==> config.mk <==
export PLATFORM = sky130hd
export DESIGN_NAME = wb_addr_decoder
export DESIGN_NICKNAME = d
export VERILOG_FILES = /design/src/verilog/wb_bus_pkg.sv /design/src/verilog/wb_addr_decoder.sv
export SDC_FILE = /design/constraint.sdc
export NUM_CORES = 1
export LEC_CHECK = 0
export BUFFER_PORTS_ARGS = -buffer_cell sky130_fd_sc_hd__buf_4
export CAP_MARGIN = 20
export CORE_AREA = 2 2 78 80
export CTS_CLUSTER_SIZE = 28
export DETAILED_ROUTE_END_ITERATION = 10
export DIE_AREA = 0 0 80 82
export PLACE_DENSITY = 0.57
export SLEW_MARGIN = 20
export SYNTH_ARGS = -nofsm -noshare
export SYNTH_HDL_FRONTEND = slang
export SYNTH_SLANG_ARGS = --single-unit
==> constraint.sdc <==
create_clock -name wb_clk_i -period 1.8 [get_ports wb_clk_i]
set_input_delay 0.27 -clock wb_clk_i [delete_from_list [all_inputs] [get_ports wb_clk_i]]
set_output_delay 0.27 -clock wb_clk_i [all_outputs]
set_load 0.1 [all_outputs]
==> src/verilog/wb_bus_pkg.sv <==
package wb_bus_pkg;

    // ------------------------------------------------------------
    // Bus widths
    // ------------------------------------------------------------
    localparam int ADR_WIDTH   = 32;
    localparam int DAT_WIDTH   = 32;
    localparam int SEL_WIDTH   = 4;
    localparam int NUM_MASTERS = 2;

    // ------------------------------------------------------------
    // Slave address map
    // ------------------------------------------------------------
    // Top nibble of the address picks the slave
    localparam int SLV_FIELD_HI = 31;
    localparam int SLV_FIELD_LO = 28;

    localparam logic [3:0] SLV_RAM  = 4'd0;
    localparam logic [3:0] SLV_PIC  = 4'd1;
    localparam logic [3:0] SLV_GPIO = 4'd2;

    // Decoded slave, NONE ends in a bus error
    typedef enum logic [1:0] {
        SEL_RAM  = 2'd0,
        SEL_PIC  = 2'd1,
        SEL_GPIO = 2'd2,
        SEL_NONE = 2'd3
    } slave_sel_t;

endpackage
==> src/verilog/wb_addr_decoder.sv <==
`timescale 1ns/1ps

module wb_addr_decoder (
    input  logic                             wb_clk_i,
    input  logic                             rst_n_i,
    input  logic                             bus_cyc_i,
    input  logic                             bus_stb_i,
    input  logic [wb_bus_pkg::ADR_WIDTH-1:0] bus_adr_i,
    input  logic [wb_bus_pkg::DAT_WIDTH-1:0] bus_dat_i,
    output logic                             ram_stb_o,
    output logic                             pic_stb_o,
    output logic                             gpio_stb_o,
    input  logic [wb_bus_pkg::DAT_WIDTH-1:0] ram_dat_i,
    input  logic                             ram_ack_i,
    input  logic [wb_bus_pkg::DAT_WIDTH-1:0] pic_dat_i,
    input  logic                             pic_ack_i,
    input  logic [wb_bus_pkg::DAT_WIDTH-1:0] gpio_dat_i,
    input  logic                             gpio_ack_i,
    output logic [wb_bus_pkg::DAT_WIDTH-1:0] bus_dat_o,
    output logic                             bus_ack_o,
    output logic                             bus_err_o
);

    wb_bus_pkg::slave_sel_t slv_sel;
    logic access;
    logic err_q;

    assign access = bus_cyc_i & bus_stb_i;

    always_comb begin
        case (bus_adr_i[wb_bus_pkg::SLV_FIELD_HI:wb_bus_pkg::SLV_FIELD_LO])
            wb_bus_pkg::SLV_RAM:  slv_sel = wb_bus_pkg::SEL_RAM;
            wb_bus_pkg::SLV_PIC:  slv_sel = wb_bus_pkg::SEL_PIC;
            wb_bus_pkg::SLV_GPIO: slv_sel = wb_bus_pkg::SEL_GPIO;
            default:              slv_sel = wb_bus_pkg::SEL_NONE;
        endcase
    end

    assign ram_stb_o  = access & (slv_sel == wb_bus_pkg::SEL_RAM);
    assign pic_stb_o  = access & (slv_sel == wb_bus_pkg::SEL_PIC);
    assign gpio_stb_o = access & (slv_sel == wb_bus_pkg::SEL_GPIO);

    // Unmapped access, one err pulse per strobe
    always_ff @(posedge wb_clk_i) begin
        if (!rst_n_i) begin
            err_q <= 1'b0;
        end else begin
            err_q <= access & (slv_sel == wb_bus_pkg::SEL_NONE) & ~err_q;
        end
    end

    // ------------------------------------------------------------
    // Response mux
    // ------------------------------------------------------------
    always_comb begin
        bus_dat_o = '0;
        bus_ack_o = 1'b0;
        case (slv_sel)
            wb_bus_pkg::SEL_RAM: begin
                bus_dat_o = ram_dat_i;
                bus_ack_o = ram_ack_i;
            end
            wb_bus_pkg::SEL_PIC: begin
                bus_dat_o = pic_dat_i;
                bus_ack_o = pic_ack_i;
            end
            wb_bus_pkg::SEL_GPIO: begin
                bus_dat_o = gpio_dat_i;
                bus_ack_o = gpio_ack_i;
            end
            default: begin
                bus_dat_o = '0;
                bus_ack_o = 1'b0;
            end
        endcase
    end

    assign bus_err_o = err_q;

    a_ack_err_excl: assert property (
        @(posedge wb_clk_i) disable iff (!rst_n_i)
        !(bus_ack_o && bus_err_o)
    ) else $error("Slave ack and bus error raised in the same cycle");

    // A waiting access keeps address and write data steady
    a_req_stable: assert property (
        @(posedge wb_clk_i) disable iff (!rst_n_i)
        (access && !bus_ack_o && !bus_err_o) ##1 access
            |-> ($stable(bus_adr_i) && $stable(bus_dat_i))
    ) else $error("Address or write data changed before the access ended");

endmodule

Word level (Yosys, flattened, before mapping) --
Cells that the tools add are included. Widths: inputs -> output; s select.
Word-level totals: output and inout bits 37, memories kept 0, ROM bits 0, RAM bits 0, input bits 167, logic and storage cells 18, bits in latches 0, bits in registers 1
Cells by class: multipliers 0, reductions and logical operators 2, muxes and demuxes 3, shifts and indexed selects 0, bitwise gates (word level) 7, eq/ne operators 5, add/subtract/negate cells 0, $lt $le $gt $ge 0, divide/modulo/power cells 0
Operators with widths (count):
- $pmux 32 s3 | 1
- $and 1x1->1 | 6
- $pmux 2 s3 | 1
- $eq 2x2->1 const B | 2
- $eq 4x1->1 const B | 1
- $eq 4x2->1 const B | 1
- $logic_not 4->1 | 1
- $pmux 1 s3 | 1
- $eq 2x1->1 const B | 1
- $logic_not 2->1 | 1
- $not 1->1 | 1

Longest topological paths before layout --
depth after elaboration 5, depth in mapped cells 4, depth with buffers taken out 2

Worst setup path after synthesis --
OpenSTA, ideal clock, no wires.
path kind input to output, from input bus_adr_i[31] (netlist name), to output gpio_stb_o, stages on the path 3, data required time 1530 ps, buffers on the path 1, data arrival time 2861 ps, setup slack -1331 ps, cell sequence or3_1 -> buf_4 -> nor3_1
Between the ends: cells in the longest elaborated chain, start to end 4, elaborated cells on any way between the ends 6, those cells by class eq/ne (3); mux (1); bitwise (1); reduce/logical (1)
RTL lines:
- from (decl) | RTL line wb_addr_decoder.sv:8 | input logic [wb_bus_pkg::ADR_WIDTH-1:0] bus_adr_i,
- $eq 4x2->1, or another cell as far along | RTL line wb_addr_decoder.sv:31 | case (bus_adr_i[wb_bus_pkg::SLV_FIELD_HI:wb_bus_pkg::SLV_FIELD_LO])
- $pmux 2 s3 * | RTL line wb_addr_decoder.sv:31
- $eq 2x2->1 * | RTL line wb_addr_decoder.sv:41 | assign gpio_stb_o = access & (slv_sel == wb_bus_pkg::SEL_GPIO);
- $and 1x1->1 * | RTL line wb_addr_decoder.sv:41
- to (decl) | RTL line wb_addr_decoder.sv:12 | output logic gpio_stb_o,
Mark *: on every way between the ends. The rest lies on a longest branch, timed or not.

Worst setup path in the final report --
from input bus_adr_i[31] (netlist name), to output bus_dat_o[26] (netlist name)
Between the ends: cells in the longest elaborated chain, start to end 4, elaborated cells on any way between the ends 8, those cells by class eq/ne (4); mux (2); reduce/logical (2)
RTL lines:
- $eq 4x2->1, or another cell as far along | RTL line wb_addr_decoder.sv:31
- $pmux 2 s3 * | RTL line wb_addr_decoder.sv:31
- $eq 2x2->1, or another cell as far along | RTL line wb_addr_decoder.sv:58 | case (slv_sel)
- $pmux 32 s3 * | RTL line wb_addr_decoder.sv:58
- to (decl) | RTL line wb_addr_decoder.sv:19 | output logic [wb_bus_pkg::DAT_WIDTH-1:0] bus_dat_o,
Marked as above.

==> metrics <==
post-synthesis register bit count 1; pre-CTS setup slack -0.0882 ns; number of slew-limit violations in the final report 0; Area after DPL 2230 µm²; Worst IR Drop VDD ~0.17 mV; Post-Synthesis Net Count 254; Worst EP arrival 1.48 ns; largest net degree at the start of global routing 20; area of the multi-input gates around 940 µm²; areal power density over the cells 298 nW/µm²; CP Capture Type output pin; minimum hold slack around 0.42 ns; Total Die Area 6560 µm²; total DRC errors in the routed layout 0; aggregate global routing overflow 0; Synth Warn # 0; Worst setup SP type input pin; TritonRoute pass-1 iters 3; standard cell core area around 5700 µm²; f_max 0.570 GHz; sequential cell area in the final layout roughly 20 µm²; total of fill cells in the finished design between 500 and 600; Final Instance Count excl. Fillers 303; vias after detailed routing roughly 1300; Seq/Total Area, Yosys under 10%; fraction of layout cells with a size suffix above 1 between 80% and 90%; final worst clock skew 0 ns; worst slew margin relative to its limit roughly four fifths; required time of the critical path 1.53 ns; area growth from synthesis to layout 149%; count of input and output buffers roughly 140; routability cong. between 0.6 and 0.7; number of global-route vias before repair ~1300; Die Height ~80 µm; first-pass GRT wire length between 5 and 6 mm; Finished Core Util 43.2%; average wire per cell in the routed design about 14 µm; gr usage total between 10% and 20%; max_cap viols 0; Largest register FFs 1; Layout Cell Area excl Fill about 2500 µm²; Least-Margin Pin Slew 0.326 ns; mapped cell area approximately 1000 µm²; antenna violations before repair 0; largest fanout on the critical path 19; drt initial violations 22; final period demand of the worst path about 1.8 ns; final worst setup slack 0.0454 ns; post-detail-place hpwl about 3.5 mm; final count of hold timing violations 0; clock-pin slew on the worst setup and hold paths 0 ns; DRT antenna net count 0; Inst Count DP between 300 and 400; count of inserted antenna diode cells 0; nets about 400; Gate Count Post-Synth 87; part of the cycle the worst path needs roughly 97%; Clock Latency Late Sink 0 ns; ports placed on the boundary 204; Hold Path Class reg2reg; Setup-failing EPs final 0; Starting Density 17.4%; standard-cell row count 28; startpoint-to-endpoint class of the critical path in2out; ratio of routed vias to standard cells approximately 4.4; final wirelength around 4.3 mm; Mean Syn Cell Area about 11 µm²; total leakage power between 0.001 and 0.0015 µW; status complete, no violations; number of distinct library cells after synthesis 15; die boundary width around 80 µm
## power breakdown
group	switching, µW	total, µW	leakage, µW	internal [µW]
logic	407	716	0.00118	309
clock network	0	0	0	0
registers	0.436	24.0	0.00000818	23.5
## cell usage after synthesis (all sizes together)
cell      n  area [µm²]
a211oi    1        7.51
and3      1        6.26
buf      11         101
dfxtp     1        20.0
inv       1        3.75
mux2i    33         330
nand2     1        3.75
nor3      2        10.0
nor4b     2        32.5
o2bb2ai  33         477
or3       1        6.26
## layout by cell type, fill, tap and decap left out, types with 2 or more instances in the layout
cell type  synthesis  final
buf_8              0     13
buf_12             0     10
buf_6              7     17
buf_4              1    112
nor3_4             0      2
mux2i_1           33     33
o2bb2ai_2         30     32
## area by class of cell
| class | count | area share [%] |
|---|---|---|
| multi-input combinational | 74 | 37.8 |
| timing repair buffer | 152 | 57.5 |
| inverter | 1 | 0.151 |
| tap | 75 | 3.78 |
| sequential | 1 | 0.806 |
## final timing paths
path / from / endpoint / slack [ns] / cells after the start
worst min-delay path: bus_err_o / bus_err_o / 0.42 / 1
worst max register to register: bus_err_o / bus_err_o / 1.14 / 1
worst max-delay path: bus_adr_i[31] / bus_dat_o[26] / 0.05 / 7
worst min register to register: bus_err_o / bus_err_o / 0.42 / 1
## per-stage QoR
stage / power (µW) / setup TNS (ns)
2_1_floorplan: 426 / -8.83
3_3_place_gp: 688 / -1.90
3_5_place_dp: 693 / -1.97
4_1_cts: 727 / 0
5_1_grt: 770 / -0.0226
6_report: 740 / 0
## worst max-delay path, stage by stage
cell and delay, ns:
buf_4 0.12, buf_12 0.12, nor4b_4 0.24, buf_4 0.17
buf_12 0.18, o2bb2ai_2 0.14, buf_8 0.22
## what timing repair did
| action | in CTS | in global routing |
|---|---|---|
| endpoints found under the setup margin | 36 | 21 |
| setup buffers | 0 | 1 |
| hold buffers | 0 | 0 |
| pin swaps | 1 | 1 |
| resized for setup | 41 | 20 |
## layer usage
metal | track usage, % | share of wire [%] | up-vias | wire length (µm)
li1 | - | - | 648 | -
met1 | 13.0 | 37 | 583 | 1580
met2 | 20.3 | 48 | 97 | 2060
met3 | 3.52 | 14 | 0 | 614
met4 | 0 | 0 | 0 | 0
met5 | 0 | 0 | - | 0
## kinds of logic after synthesis
logic type | share of synthesized area [%]
AO/OA/AOI/OAI | 48.5
buffers and inverters | 10.5
flip-flops | 2.01
multiplexers | 33.1
AND/OR/NAND/NOR | 5.89
(Power assumes the default switching activity.)
