File: config.mk
export PLATFORM = sky130hd
export DESIGN_NAME = simple_pic
export DESIGN_NICKNAME = d
export VERILOG_FILES = /design/src/verilog/periph_pkg.sv /design/src/verilog/wb_bus_pkg.sv /design/src/verilog/simple_pic.sv
export SDC_FILE = /design/constraint.sdc
export NUM_CORES = 1
export LEC_CHECK = 0
export BUFFER_PORTS_ARGS = -buffer_cell sky130_fd_sc_hd__buf_4
export CAP_MARGIN = 20
export CORE_MARGIN = 4
export CORE_UTILIZATION = 40
export DETAILED_ROUTE_END_ITERATION = 10
export PLACE_DENSITY = 0.72
export SYNTH_ARGS = -nofsm -noshare
export SYNTH_HDL_FRONTEND = slang
export SYNTH_SLANG_ARGS = --single-unit
File: constraint.sdc
create_clock -name wb_clk_i -period 1.35 [get_ports wb_clk_i]
set_input_delay 0.2025 -clock wb_clk_i [delete_from_list [all_inputs] [get_ports wb_clk_i]]
set_output_delay 0.2025 -clock wb_clk_i [all_outputs]
set_load 0.01 [all_outputs]
File: src/verilog/periph_pkg.sv
package periph_pkg;

    // Word-offset bits decoded by the controllers
    localparam int REG_OFS_WIDTH = 2;

    // ------------------------------------------------------------
    // Interrupt controller registers
    // ------------------------------------------------------------
    localparam logic [REG_OFS_WIDTH-1:0] PIC_REG_PENDING = 2'd0;
    localparam logic [REG_OFS_WIDTH-1:0] PIC_REG_ENABLE  = 2'd1;

    // ------------------------------------------------------------
    // GPIO controller registers
    // ------------------------------------------------------------
    localparam logic [REG_OFS_WIDTH-1:0] GPIO_REG_OUT = 2'd0;
    localparam logic [REG_OFS_WIDTH-1:0] GPIO_REG_DIR = 2'd1;
    // Read only, writes are dropped
    localparam logic [REG_OFS_WIDTH-1:0] GPIO_REG_IN  = 2'd2;

endpackage

File: src/verilog/wb_bus_pkg.sv
package wb_bus_pkg;

    // ------------------------------------------------------------
    // Bus widths
    // ------------------------------------------------------------
    localparam int ADR_WIDTH   = 32;
    localparam int DAT_WIDTH   = 32;
    localparam int SEL_WIDTH   = 4;
    localparam int NUM_MASTERS = 2;

    // ------------------------------------------------------------
    // Slave address map
    // ------------------------------------------------------------
    // Top nibble of the address picks the slave
    localparam int SLV_FIELD_HI = 31;
    localparam int SLV_FIELD_LO = 28;

    localparam logic [3:0] SLV_RAM  = 4'd0;
    localparam logic [3:0] SLV_PIC  = 4'd1;
    localparam logic [3:0] SLV_GPIO = 4'd2;

    // Decoded slave, NONE ends in a bus error
    typedef enum logic [1:0] {
        SEL_RAM  = 2'd0,
        SEL_PIC  = 2'd1,
        SEL_GPIO = 2'd2,
        SEL_NONE = 2'd3
    } slave_sel_t;

endpackage
File: src/verilog/simple_pic.sv
`timescale 1ns/1ps

module simple_pic #(
    parameter int NUM_IRQ = 16
) (
    input  logic                             wb_clk_i,
    input  logic                             rst_n_i,
    input  logic                             stb_i,
    input  logic                             we_i,
    input  logic [wb_bus_pkg::ADR_WIDTH-1:0] adr_i,
    input  logic [wb_bus_pkg::DAT_WIDTH-1:0] dat_i,
    output logic [wb_bus_pkg::DAT_WIDTH-1:0] dat_o,
    output logic                             ack_o,
    input  logic [NUM_IRQ-1:0]               irq_i,
    output logic                             int_o
);

    logic [periph_pkg::REG_OFS_WIDTH-1:0] ofs;
    logic [NUM_IRQ-1:0] irq_q;
    logic [NUM_IRQ-1:0] edge_det;
    logic [NUM_IRQ-1:0] pending_q;
    logic [NUM_IRQ-1:0] enable_q;
    logic [NUM_IRQ-1:0] clr_mask;
    logic [wb_bus_pkg::DAT_WIDTH-1:0] rd_data;
    logic wr_en;

    assign ofs      = adr_i[periph_pkg::REG_OFS_WIDTH+1:2];
    assign wr_en    = stb_i & we_i & ~ack_o;
    assign edge_det = irq_i & ~irq_q;
    assign clr_mask = (wr_en && ofs == periph_pkg::PIC_REG_PENDING) ?
                      dat_i[NUM_IRQ-1:0] : '0;

    // ------------------------------------------------------------
    // Edge capture and pending bits
    // ------------------------------------------------------------
    always_ff @(posedge wb_clk_i) begin
        if (!rst_n_i) begin
            irq_q     <= '0;
            pending_q <= '0;
            enable_q  <= '0;
            int_o     <= 1'b0;
        end else begin
            irq_q <= irq_i;
            // New edge beats a clear in the same cycle
            pending_q <= (pending_q & ~clr_mask) | edge_det;
            if (wr_en && ofs == periph_pkg::PIC_REG_ENABLE) begin
                enable_q <= dat_i[NUM_IRQ-1:0];
            end
            int_o <= |(pending_q & enable_q);
        end
    end

    // ------------------------------------------------------------
    // Bus side
    // ------------------------------------------------------------
    always_comb begin
        rd_data = '0;
        case (ofs)
            periph_pkg::PIC_REG_PENDING: rd_data[NUM_IRQ-1:0] = pending_q;
            periph_pkg::PIC_REG_ENABLE:  rd_data[NUM_IRQ-1:0] = enable_q;
            default:                     rd_data = '0;
        endcase
    end

    always_ff @(posedge wb_clk_i) begin
        if (stb_i) begin
            dat_o <= rd_data;
        end
    end

    always_ff @(posedge wb_clk_i) begin
        if (!rst_n_i) begin
            ack_o <= 1'b0;
        end else begin
            ack_o <= stb_i & ~ack_o;
        end
    end

endmodule

### Yosys cells after proc, flatten, opt, wreduce, memory -nomap -nowiden

Cells that the tools add are included.

| operators by class | value |
|---|---|
| shift-type cells | 0 |
| multipliers | 0 |
| add/sub/neg operators | 0 |
| div/mod/pow operators | 0 |
| $lt $le $gt $ge | 0 |
| muxes and demuxes | 2 |
| eq/ne operators | 1 |
| bitwise operators | 10 |
| reduce and logical (&&, ||, !) cells | 4 |

Operators by type and width:

| kind | count |
|---|---|
| 16-bit bitwise AND | 3 |
| 16-bit inverter | 2 |
| 16-bit one-hot mux with 2 select lines | 1 |
| 16-bit two-way mux | 1 |
| 16-bit OR | 1 |
| 16-bit OR reduction | 1 |
| 1-bit bitwise AND | 3 |
| 2-bit by 1-bit equality test with 1-bit output (second input constant) | 1 |
| 1-bit logical AND | 2 |
| 2-bit logical NOT | 1 |
| 1-bit inverter | 1 |

| word-level totals | value |
|---|---|
| latch bits | 0 |
| input port bits | 84 |
| logic and storage cells | 23 |
| RAM bits | 0 |
| bits in read-only memories | 0 |
| flip-flop bits (word level) | 66 |
| memories | 0 |
| output and inout port bits | 34 |

### Depth between registers and ports, before layout

| logic depth | value |
|---|---|
| depth after elaboration | 7 |
| gate-level depth with buffers | 6 |
| gate-level depth less buffers | 4 |

### Worst setup path before layout

No wires, ideal clock.

| timing path | value |
|---|---|
| kind | reg-to-reg |
| from | register ack_o |
| to | register enable_q[10] |
| slack | -0.094 ns |
| path buffers | 2 |
| stages on the path, launching flop included | 7 |
| data required time | 1.234 ns |
| library setup time | 0.116 ns |
| arrival | 1.328 ns |
| period minus slack after synthesis | 1.444 ns |
| cell sequence | dfxtp_1 -> nand3b_4 -> or3b_1 -> buf_6 -> buf_6 -> mux2i_1 -> nor2b_1 |

| between the ends | value |
|---|---|
| word-level cells in the longest chain between the ends | 3 |

RTL lines:

| what | RTL line | RTL |
|---|---|---|
| start: declaration | simple_pic.sv:13 | `output logic ack_o,` |
| start signal: assignment | simple_pic.sv:75 | `ack_o <= stb_i & ~ack_o;` |
| 1-bit inverter | simple_pic.sv:28 | `assign wr_en = stb_i & we_i & ~ack_o;` |
| 1-bit bitwise AND | simple_pic.sv:28 |  |
| 1-bit logical AND | simple_pic.sv:46 | `if (wr_en && ofs == periph_pkg::PIC_REG_ENABLE) begin` |
| end signal: assignment | simple_pic.sv:47 | `enable_q <= dat_i[NUM_IRQ-1:0];` |
| end: declaration | simple_pic.sv:22 | `logic [NUM_IRQ-1:0] enable_q;` |

No other way between the ends.
A chain may end at the register's enable or synchronous reset.

### Worst setup path after layout

| timing path | value |
|---|---|
| from | register ack_o |
| to | register enable_q[0] |

Same word-level chain as after synthesis.

==> flow_metrics.py <==
metrics = {
    "run_status": {
        "outcome": "finished with violations",
        "violations": "negative setup slack",
    },
    "setup_path": {
        "critPathArrivalTime_ns": 1.61,
        "path_class": "flip-flop to flip-flop",
        "endpoint_kind": "flip-flop",
        "worstPathMaxFanout": 16,
        "cp-start-kind": "flip-flop",
        "cp.required_ns": 1.57,
        "worst_r2r_path_depth": 5,
    },
    "route": {
        "antenna_left": 0,
        "first_iter_violations": 47,
        "drc": 0,
        "vias_per_cell": 4.705,
        "met2_length_um": 2417,
        "post_drt_wl_per_cell_um": 13.70,
        "num_vias": 1788,
        "m1WireLength_um": 2420,
        "wl_um": 5206,
        "routed.top_layer": "met4",
        "wl_met3_um": 276,
        "dr.pass1.iters": 4,
    },
    "timing": {
        "drv_slew": 0,
        "hold_slack_ns": 0.09682,
        "fin_worst_skew_ns": 0.01140,
        "hold_violations": 0,
        "period_share": 1.032,
        "setup_viol": 4,
        "layout_setup_ws_ns": -0.04379,
        "fmax_ghz": 0.7175,
        "rsz0062_at_grt": "yes",
        "min_period_ns": 1.394,
        "tns_ns": -0.08806,
    },
    "cts": {
        "cts_tree": "built",
        "cts_setup_buffers": 0,
        "cts_max_level": 3,
        "cts_hold_buf": 0,
        "cts-root-buf": "clkbuf_8",
        "clock_sinks": 66,
        "cts.repair.resized": 3,
        "cts.clk_slew.worst_paths_ns": 0.07,
        "clk_latency_ns": 0.33,
        "cts_inserted_buffers": 9,
        "clockBufferDepth": 2,
    },
    "grt": {
        "antenna_found_initial": 0,
        "gr-total-overflow": 0,
        "grtUsageTotal": 0.1337,
        "grt_start_max_net_pins": 51,
        "first_global_vias": 1807,
        "grt_pass1_wl_um": 8714,
    },
    "placed_design": {
        "gp_congestion": 0.7512,
        "place_inst": 364,
        "post-place-ws_ns": -0.004861,
        "io_buffer_count": 55,
        "place_hpwl_um": 3593,
    },
    "die": {
        "die_w_um": 89.80,
        "io-pin-count": 118,
        "core-area_sq_um": 6422,
        "initial_core_util": 0.4167,
        "dieHeight_um": 89.80,
        "design.die.area_sq_um": 8063,
        "rows": 29,
    },
    "pwr": {
        "p_per_area_nw_per_um2": 1222,
        "p_leak_nw": 1.502,
        "irDropWorstVdd_uv": 558.8,
        "finalPower_mw": 4.058,
    },
    "finish": {
        "instances_no_fill": 380,
        "layout_commonest_cell": "buf_4",
        "final_nets": 382,
        "diodes": 0,
        "final_cell_mix": "buf_4, dfxtp_1, mux2i_1",
        "nFillCells": 598,
        "syn_to_final_growth_pct": 24.03,
        "drive_above_1_share": 0.2772,
    },
    "run": {
        "maxCapViolations": 0,
    },
    "logic_synthesis": {
        "yosysWarnings": 0,
        "postSynthRegisterBits": 66,
        "yosysUniqueCellTypes": 23,
        "netlist_area_sq_um": 2676,
        "yosysSeqAreaShare": 0.5535,
        "synthCells": 238,
        "synth_area_per_cell_sq_um": 11.25,
    },
    "min_path": {
        "hold_class": "input port to flip-flop",
        "hold_depth": 2,
    },
}
## logic make-up after synthesis
kind of cell           Yosys count  share of synthesized area
and+or+nand+nor                 70                     0.1435
AOI/OAI and AO/OA               25                    0.08696
DFF                             66                     0.5535
buffers and inverters           44                    0.09490
muxes                           32                     0.1197
other                            1                   0.001401
## metal layers
layer / global-route usage / vias to the layer above
li1: - / 902
met1: 0.1667 / 831
met2: 0.2137 / 49
met3: 0.03005 / 6
met4: 0.07663 / 0
met5: 0 / -
## synthesized netlist by cell type
cell      count  share of area
dfxtp_1      50           0.37
mux2i_1      32           0.12
buf_4        17          0.048
a32o_1       16          0.060
and2_1       16          0.037
edfxtp_1     16           0.18
inv_1        16          0.022
nand2_1      16          0.022
nor2_1       16          0.022
nor2b_1      16          0.037
clkbuf_1      6         0.0084
a22oi_1       4          0.011
buf_6         3          0.013
a221oi_1      2         0.0065
a22o_1        2         0.0065
buf_2         2         0.0037
nand3_1       2         0.0037
and3b_1       1         0.0033
conb_1        1         0.0014
nand3b_4      1         0.0075
nor3_4        1         0.0061
o21a_1        1         0.0028
or3b_1        1         0.0033
## sequential cells by signal, summed over array words and instances, names as in the netlist
register	cells
ack_o	1
int_o	1
irq_q	16
enable_q	16
pending_q	16
dat_o	16
## report_power, final
part           leakage (nW)  switching, mW  internal [mW]
Clock                0.0932          0.677          0.759
Sequential            0.578         0.0605           2.14
Combinational         0.831          0.194          0.227
Total                  1.50          0.931           3.13
## final timing paths
check                           slack, ns                        to                  from
worst max-delay path                -0.04  enable_q[0]$_SDFFE_PN0P_      ack_o$_SDFF_PN0_
worst min-delay path                  0.1       irq_q[6]$_SDFF_PN0_              irq_i[6]
worst max register to register      -0.04  enable_q[0]$_SDFFE_PN0P_      ack_o$_SDFF_PN0_
worst min register to register       0.47  pending_q[11]$_SDFF_PN0_  irq_q[11]$_SDFF_PN0_
## stage by stage
stage	util	area [sq um]
global route	0.5169	3319
CTS	0.5151	3308
global placement	0.4869	3127
detailed placement	0.4869	3127
floorplan	-	2738
finish	0.5169	3319
## layout make-up
class                      instances  area [sq um]  share of cell area
sequential                        66          1483              0.4467
timing repair buffer              62         494.2              0.1489
tap                               77         96.34             0.02902
multi-input combinational        143          1012              0.3049
clock inverter                     3         15.01            0.004523
inverter                          16         60.06             0.01809
clock buffer                      13         158.9             0.04787
## critical path, stage by stage (launching register included)
cell and delay, ns:
dfxtp_2 0.32, nand3b_4 0.15, or3b_4 0.39, buf_12 0.17, mux2i_1 0.18, nor2b_1 0.07
No activity file was read; power rests on OpenSTA's default activity.
