==> src/verilog/periph_pkg.sv <==
package periph_pkg;

    // Word-offset bits decoded by the controllers
    localparam int REG_OFS_WIDTH = 2;

    // ------------------------------------------------------------
    // Interrupt controller registers
    // ------------------------------------------------------------
    localparam logic [REG_OFS_WIDTH-1:0] PIC_REG_PENDING = 2'd0;
    localparam logic [REG_OFS_WIDTH-1:0] PIC_REG_ENABLE  = 2'd1;

    // ------------------------------------------------------------
    // GPIO controller registers
    // ------------------------------------------------------------
    localparam logic [REG_OFS_WIDTH-1:0] GPIO_REG_OUT = 2'd0;
    localparam logic [REG_OFS_WIDTH-1:0] GPIO_REG_DIR = 2'd1;
    // Read only, writes are dropped
    localparam logic [REG_OFS_WIDTH-1:0] GPIO_REG_IN  = 2'd2;

endpackage

==> src/verilog/wb_bus_pkg.sv <==
package wb_bus_pkg;

    // ------------------------------------------------------------
    // Bus widths
    // ------------------------------------------------------------
    localparam int ADR_WIDTH   = 32;
    localparam int DAT_WIDTH   = 32;
    localparam int SEL_WIDTH   = 4;
    localparam int NUM_MASTERS = 2;

    // ------------------------------------------------------------
    // Slave address map
    // ------------------------------------------------------------
    // Top nibble of the address picks the slave
    localparam int SLV_FIELD_HI = 31;
    localparam int SLV_FIELD_LO = 28;

    localparam logic [3:0] SLV_RAM  = 4'd0;
    localparam logic [3:0] SLV_PIC  = 4'd1;
    localparam logic [3:0] SLV_GPIO = 4'd2;

    // Decoded slave, NONE ends in a bus error
    typedef enum logic [1:0] {
        SEL_RAM  = 2'd0,
        SEL_PIC  = 2'd1,
        SEL_GPIO = 2'd2,
        SEL_NONE = 2'd3
    } slave_sel_t;

endpackage
==> src/verilog/simple_gpio.sv <==
`timescale 1ns/1ps

module simple_gpio #(
    parameter int GPIO_WIDTH = 8
) (
    input  logic                             wb_clk_i,
    input  logic                             rst_n_i,
    input  logic                             stb_i,
    input  logic                             we_i,
    input  logic [wb_bus_pkg::ADR_WIDTH-1:0] adr_i,
    input  logic [wb_bus_pkg::DAT_WIDTH-1:0] dat_i,
    output logic [wb_bus_pkg::DAT_WIDTH-1:0] dat_o,
    output logic                             ack_o,
    input  logic [GPIO_WIDTH-1:0]            gpio_i,
    output logic [GPIO_WIDTH-1:0]            gpio_o,
    output logic [GPIO_WIDTH-1:0]            gpio_oe_o
);

    logic [periph_pkg::REG_OFS_WIDTH-1:0] ofs;
    logic [GPIO_WIDTH-1:0] out_q;
    logic [GPIO_WIDTH-1:0] dir_q;
    logic [GPIO_WIDTH-1:0] in_meta;
    logic [GPIO_WIDTH-1:0] in_q;
    logic [wb_bus_pkg::DAT_WIDTH-1:0] rd_data;
    logic wr_en;

    assign ofs   = adr_i[periph_pkg::REG_OFS_WIDTH+1:2];
    assign wr_en = stb_i & we_i & ~ack_o;

    always_ff @(posedge wb_clk_i) begin
        if (!rst_n_i) begin
            out_q <= '0;
            dir_q <= '0;
        end else if (wr_en) begin
            if (ofs == periph_pkg::GPIO_REG_OUT) begin
                out_q <= dat_i[GPIO_WIDTH-1:0];
            end
            if (ofs == periph_pkg::GPIO_REG_DIR) begin
                dir_q <= dat_i[GPIO_WIDTH-1:0];
            end
        end
    end

    // Two flop synchronizer on the pins
    always_ff @(posedge wb_clk_i) begin
        in_meta <= gpio_i;
        in_q    <= in_meta;
    end

    assign gpio_o    = out_q;
    assign gpio_oe_o = dir_q;

    always_comb begin
        rd_data = '0;
        case (ofs)
            periph_pkg::GPIO_REG_OUT: rd_data[GPIO_WIDTH-1:0] = out_q;
            periph_pkg::GPIO_REG_DIR: rd_data[GPIO_WIDTH-1:0] = dir_q;
            periph_pkg::GPIO_REG_IN:  rd_data[GPIO_WIDTH-1:0] = in_q;
            default:                  rd_data = '0;
        endcase
    end

    always_ff @(posedge wb_clk_i) begin
        if (stb_i) begin
            dat_o <= rd_data;
        end
    end

    always_ff @(posedge wb_clk_i) begin
        if (!rst_n_i) begin
            ack_o <= 1'b0;
        end else begin
            ack_o <= stb_i & ~ack_o;
        end
    end

endmodule

==> config.mk <==
export PLATFORM = sky130hd
export DESIGN_NAME = simple_gpio
export DESIGN_NICKNAME = d
export VERILOG_FILES = /design/src/verilog/periph_pkg.sv /design/src/verilog/wb_bus_pkg.sv /design/src/verilog/simple_gpio.sv
export SDC_FILE = /design/constraint.sdc
export NUM_CORES = 1
export LEC_CHECK = 0
export BUFFER_PORTS_ARGS = -buffer_cell sky130_fd_sc_hd__buf_2
export CAP_MARGIN = 20
export CORE_MARGIN = 2
export CORE_UTILIZATION = 36
export CTS_BUF_LIST = sky130_fd_sc_hd__clkbuf_4 sky130_fd_sc_hd__clkbuf_8
export DETAILED_ROUTE_END_ITERATION = 8
export PLACE_DENSITY = 0.82
export SKIP_CTS_REPAIR_TIMING = 1
export SYNTH_ARGS = -nofsm -noshare
export SYNTH_HDL_FRONTEND = slang
export SYNTH_SLANG_ARGS = --single-unit
==> constraint.sdc <==
create_clock -name wb_clk_i -period 1.14 [get_ports wb_clk_i]
set_clock_uncertainty 0.05 [all_clocks]
set_input_delay 0.057 -clock wb_clk_i [delete_from_list [all_inputs] [get_ports wb_clk_i]]
set_output_delay 0.057 -clock wb_clk_i [all_outputs]
set_load 0.05 [all_outputs]
Yosys cells after proc, flatten, opt, wreduce, memory -nomap -nowiden
Cells that the tools add are included.
W data, S select, Z words.
Storage, ports and cells
  register bits after elaboration: 41
  input port bits: 76
  output and inout port bits: 49
  logic and storage cells: 16
Operators by class
  equality and inequality tests: 2
  mux-type cells: 1
  bitwise operators: 4
  reductions and logical operators: 3
Operator list (count)
  $pmux W8 S3: 1
  $reduce_and A2 Y1: 2
  $and A1 B1 Y1: 3
  $eq A2 B1 Y1 const B: 1
  $eq A2 B2 Y1 const B: 1
  $logic_not A2 Y1: 1
  $not A1 Y1: 1

Longest topological paths before layout
Gate-level depths: netlist of run 1.
  depth after elaboration: 3
  mapped depth: 5

Worst setup path before layout of run 1
OpenSTA, ideal clock, no wires.
  path kind: flip-flop to flip-flop
  start point: register ack_o
  end point: register dir_q[0], in the netlist gpio_oe_o[0]
  library setup time: 0.119 ns
  arrival: 1.339 ns
  data required time: 0.971 ns
  slack: -0.369 ns
  cell stages (with the launch flop): 5
  path through: dfxtp_1 > nand3b_4 > or3b_1 > buf_6 > mux2i_1
On the way
  cells in the longest elaborated chain, start to end: 3
Ends and longest elaborated chain
  start: declaration: line simple_gpio.sv:13  | output logic ack_o,
  start signal: assignment: line simple_gpio.sv:73  | ack_o <= stb_i & ~ack_o;
  $not A1 Y1: line simple_gpio.sv:28  | assign wr_en = stb_i & we_i & ~ack_o;
  $and A1 B1 Y1: line simple_gpio.sv:28
  $reduce_and A2 Y1 (no source line)
  end signal: assignment: line simple_gpio.sv:39  | dir_q <= dat_i[GPIO_WIDTH-1:0];
  end: declaration: line simple_gpio.sv:21  | logic [GPIO_WIDTH-1:0] dir_q;
No other way between the ends.
A chain may end at the register's enable or synchronous reset.

Worst setup path in the final report of run 1
Same ends and word-level chain as after synthesis.

==> flow_summary.ini, run 1 <==
[synthesis]
avgSynthCellArea_sq_um = 11.28
synth_top_family_by_area = multiplexers
yosys.area_share.simple_pct = 11.33
synth-seq-cells = 41
synthXorXnorAreaFrac_pct = 0
netlist_area_sq_um = 1602
yosysSeqAreaShare_pct = 56.25
synthDistinctLibCells = 15
synthCells = 142
synth-compound-area-share_pct = 2.500
synthAdderAreaFrac_pct = 0
yosysWarnings = 0
synthMuxAreaShare_pct = 15.00

[sta]
period_minus_slack_ns = 1.318
drv_slew = 0
finalWorstSetupSlack_ns = -0.1778
final-setup-viol-count = 16
rsz0062_at_grt = yes
max_freq_mhz = 758.8
worst-slew-pin-transition_ns = 0.5489
fin_crit_sh_pct = 115.6
slew-limit-headroom_pct = 63.33
fin_setup_tns_ns = -2.131
hold_violations = 4
whs_ns = -0.02408

[routing]
first_iter_violations = 30
via_per_inst = 4.201
wl_microns = 3104
drc = 0
ant_nets = 0
first_pass_iters = 4
wire_per_inst_microns = 11.98
vias = 1088

[worst_setup_path]
critPathMaxFanout = 8
crit_chain = nand3b_4, or3b_4, buf_8, mux2i_1
r2r_start = ack_o
r2r_cells = 4
cp.arrival_ns = 1.45
worstPathRequired_ns = 1.28
startpoint = ack_o
r2r_end = gpio_oe_o[0]
cp-end-kind = register
rrSetupSlack_ns = -0.18
slowest_stage = or3b_4
critPathKind = register to register
cp-start-kind = register
slowest_delay_ns = 0.38

[final_layout]
post-route-util_pct = 47.45
num_antenna_cells = 0
area_delta_synth_final_pct = 28.13
final_area_sq_um = 2052
finalNonFillerCells = 259
layout_commonest_cell = buf_2
drive_above_1_share_pct = 31.40
final_cell_mix = buf_2 (46), nand2_1 (32), dfxtp_1 (32)
nets = 282

[power_and_ir_drop]
clock_power_share_pct = 31.7
swShare_pct = 30.38
power.switching_uw = 915.2
intPower_uw = 2097
comb_power_share_pct = 16.6
p_leak_uw = 0.001000
peakVddDrop_uv = 654.1
power_density_nw_per_um2 = 1468
pwr-share-seq_pct = 51.7

[placement]
dpl_cell_area_sq_um = 1814
routabilityCongestion = 0.7577
dpl.hpwl_microns = 2295
dp_cells = 237
io_buffers = 46

[min_path]
min_path_type = input port to register
whs_endpoint = gpio_oe_o[3]
hold_depth = 3
worstHoldStart = dat_i[3]

[clocking]
cts-root-buf = clkbuf_8
cts.sinks = 41
cts.clk_slew.worst_paths_ns = 0.08
htree_levels = 2
cts_tree = built
cts_max_path_buffers = 2
insertion_delay_ns = 0.30
cts_buffers = 5

[grt]
grtUsageTotal_pct = 12.66
grt_max_degree = 26
grt_pass1_wl_microns = 4692
overflow = 0
grt_pass1_vias = 998
antenna_found_initial = 0

[floorplanning]
core-area_sq_um = 4324
die_x_microns = 70.70
die_area_sq_um = 4998
placementRows = 24
ios = 125
dieHeight_microns = 70.70
start_util_pct = 37.04

[outcome]
status = finished with violations
violations = hold timing, setup timing

[run]
maxCapViolations = 0
==> power groups by stage <==
stage / Combinational, uW / Clock, uW / Sequential [uW]
2_1_floorplan: 326 / 0 / 1690
3_3_place_gp: 458 / 0 / 1590
3_5_place_dp: 462 / 0 / 1590
6_report: 501 / 954 / 1560
5_1_grt: 527 / 1040 / 1560
4_1_cts: 463 / 979 / 1560
==> logic make-up after synthesis <==
group / after synthesis
multiplexers: 24
other: 1
AO/OA/AOI/OAI: 8
buffers and inverters: 31
flip-flops: 41
AND/OR/NAND/NOR: 37
==> registers in the layout, indices dropped and copies added (netlist names) <==
register / cells
in_meta: 8
ack_o: 1
gpio_oe_o: 8
gpio_o: 8
dat_o: 8
in_q: 8
==> metal layers <==
| metal | track usage [%] | vias to the layer above | wire, microns |
|---|---|---|---|
| li1 | - | 549 | - |
| met1 | 15.14 | 486 | 1340 |
| met2 | 19.63 | 45 | 1432 |
| met3 | 4.416 | 8 | 244 |
| met4 | 7.547 | 0 | 87 |
| met5 | 0 | - | 0 |
==> worst max path at each step <==
stage          slack, ns           end  cells after the start
3_5_place_dp       -0.20  gpio_oe_o[0]                      4
3_3_place_gp       -0.16  gpio_oe_o[1]                      4
2_1_floorplan      -0.21  gpio_oe_o[0]                      4
6_report           -0.18  gpio_oe_o[0]                      4
4_1_cts            -0.23  gpio_oe_o[0]                      4
5_1_grt            -0.23  gpio_oe_o[3]                      4
==> stage by stage <==
stage               worst slack, ns  power (uW)
floorplan                   -0.2059        2021
global route                -0.2253        3134
CTS                         -0.2255        3001
global placement            -0.1624        2047
detailed placement          -0.1965        2054
finish                      -0.1778        3013
==> Yosys cell counts <==
library cell | instances | area share (%)
mux2i_1 | 24 | 15
or3b_1 | 1 | 0.55
nand3b_4 | 1 | 1.3
edfxtp_1 | 8 | 15
nor2b_1 | 1 | 0.39
clkbuf_1 | 1 | 0.23
conb_1 | 1 | 0.23
buf_4 | 25 | 12
o21ai_0 | 8 | 2.5
and3b_2 | 1 | 0.63
buf_6 | 3 | 2.1
nand2_1 | 32 | 7.5
buf_2 | 2 | 0.63
dfxtp_1 | 33 | 41
nor3_4 | 1 | 1.0
==> worst max-delay path: cells and delay by family, from the launching register on <==
family	cells	cell delay (ns)
buffers and inverters	1	0.16
DFF	1	0.35
muxes	1	0.12
and+or+nand+nor	2	0.53
==> layout make-up <==
class / instances / area (sq um)
clock buffer: 5 / 68.82
clock inverter: 3 / 21.27
fill: 437 / 2272
multi-input combinational: 93 / 554.3
sequential: 41 / 904.6
tap: 52 / 65.06
timing repair buffer: 65 / 437.9
Note: power is estimated with default switching activity, not from simulation.
==> run 2, diff against run 1 <==
- ABC_AREA: default -> 1
==> run 2 against run 1 <==
  * The run now ends clean
  * Synthesized cell count grew 33%
  * Register-to-register slack gained 0.27 ns
  * Critical path depth shrank 3
  * Count of clock-buffer cells in the layout is the same
  * Maximum frequency grew 26%
  * Highest routed layer unchanged
==> flow_summary.ini, run 2 <==
[grt]
overflow = 0
grtUsageTotal_pct = 12.79
grt_pass1_wl_microns = 4836
grt_pass1_vias = 1059
antenna_found_initial = 0
grt_max_degree = 18

[power_and_ir_drop]
total_power_uw = 3028
p_leak_uw = 0.0009806
power_density_nw_per_um2 = 1521
peakVddDrop_uv = 885.5

[clocking]
cts-root-buf = clkbuf_8
cts.sinks = 41
cts.clk_slew.worst_paths_ns = 0.07
insertion_delay_ns = 0.29
cts_buffers = 5
cts_max_path_buffers = 2
cts_tree = built
htree_levels = 2

[min_path]
worstHoldStart = stb_i
hold_depth = 1
min_path_type = input port to register
whs_endpoint = dat_o[2]

[synthesis]
synth_top_cell_area_share_pct = 41.22
avgSynthCellArea_sq_um = 8.480
yosysSeqAreaShare_pct = 56.21
synthCells = 189
yosys-top-cells-area = dfxtp_1 (41%), edfxtp_1 (15%), buf_4 (11%)
synthDistinctLibCells = 14
synth-seq-cells = 41
yosysWarnings = 0
netlist_area_sq_um = 1603
synth.most_common_cell = nand2_1
synthFlopType = dfxtp_1
netlist_top_cells_count = nand2_1 (43), dfxtp_1 (33), nor2_1 (33)
async_reset_ff_share_pct = 0
synth_largest_area_cell = dfxtp_1
synth_edf_count = 8

[outcome]
status = finished clean

[worst_setup_path]
critPathKind = register to output port
worstPathRequired_ns = 1.03
cp.arrival_ns = 0.94
r2r_start = ack_o
rrSetupSlack_ns = 0.1
crit_chain = buf_2
critPathMaxFanout = 3
cp-end-kind = output port
slowest_stage = dfxtp_2
cp-start-kind = register
critical_path_buf_inv_count = 1
cp.depth = 1
r2r_cells = 5
r2r_end = gpio_oe_o[4]
critical-path-top-delay-family = flip-flops
slowest_delay_ns = 0.37

[final_layout]
fillCellCount = 429
layout_commonest_cell = buf_2
post-route-util_pct = 46.04
drive_above_1_share_pct = 26.32
multi_input_area_sq_um = 570.5
num_antenna_cells = 0
seqCellArea_sq_um = 902.1
final_cell_mix = buf_2 (46), nand2_1 (43), nor2_1 (33)
nets = 322
area_delta_synth_final_pct = 24.20

[sta]
rsz0062_at_grt = no
worst-slew-pin-transition_ns = 0.6741
fin_crit_sh_pct = 91.50
hold_violations = 0
whs_ns = 0.03227
slew-limit-headroom_pct = 54.90
period_minus_slack_ns = 1.043
fin_setup_tns_ns = 0
max_freq_mhz = 958.7
finalWorstSetupSlack_ns = 0.09689
final-setup-viol-count = 0
drv_slew = 0

[routing]
wire_per_inst_microns = 10.81
first_pass_iters = 4
drc = 0
wl_microns = 3232
via_per_inst = 4.264
first_iter_violations = 55
ant_nets = 0
vias = 1275

[floorplanning]
placementRows = 24
dieHeight_microns = 70.73
start_util_pct = 37.07
die_x_microns = 70.73
ios = 125
die_area_sq_um = 5002
core-area_sq_um = 4324

[placement]
dp_slack_ns = -0.04794
routabilityCongestion = 0.8106
dpl.hpwl_microns = 2255
io_buffers = 46

[run]
maxCapViolations = 0
-- run 2: cell types whose count changed in the layout (fill, tap and decap cells not counted), sizes merged, moves of 4 or more --
cell / previous run / this run
dlygate4sd3: 13 / 8
nand2: 32 / 43
buf: 52 / 48
inv: 1 / 11
nor2: 0 / 38
o21ai: 8 / 0
nand3: 0 / 25
mux2i: 24 / 0
-- run 2: cell families after synthesis --
group	share of synthesized area, %
other	0.2340
AND/OR/NAND/NOR	28.26
buffers and inverters	15.30
flip-flops	56.21
-- run 2: cell type report --
class | count | share of cell area [%]
multi-input cells | 131 | 28.66
inverters | 11 | 2.074
flip-flops and latches | 41 | 45.32
well taps | 52 | 3.268
clock buffers | 5 | 3.457
repair buffers | 56 | 16.34
clock inverters | 3 | 0.8799
-- run 2: where the power goes --
part | internal, uW | switching [uW]
sequential | 1550 | 25.8
clock | 422 | 483
combinational | 114 | 437
-- run 2: worst max path at each step --
stage             start           end  slack (ns)
4_1_cts           ack_o  gpio_oe_o[4]       -0.02
6_report          ack_o         ack_o         0.1
5_1_grt           ack_o     gpio_o[4]        0.01
3_3_place_gp   adr_i[3]      dat_o[6]     -0.0004
2_1_floorplan     ack_o     gpio_o[0]        0.04
3_5_place_dp   adr_i[3]      dat_o[6]       -0.05
-- run 2: metrics by stage --
stage	std cells	area, sq um
finish	299	1991
global route	299	1991
CTS	291	1888
detailed placement	283	1802
global placement	283	1802
floorplan	212	1695
-- run 2: layer usage --
layer,routed length [microns],track usage (%),vias up
met4,60,6.289,0
li1,-,-,652
met2,1536,21.50,49
met3,263,5.840,7
met5,0,0,-
met1,1372,13.57,567
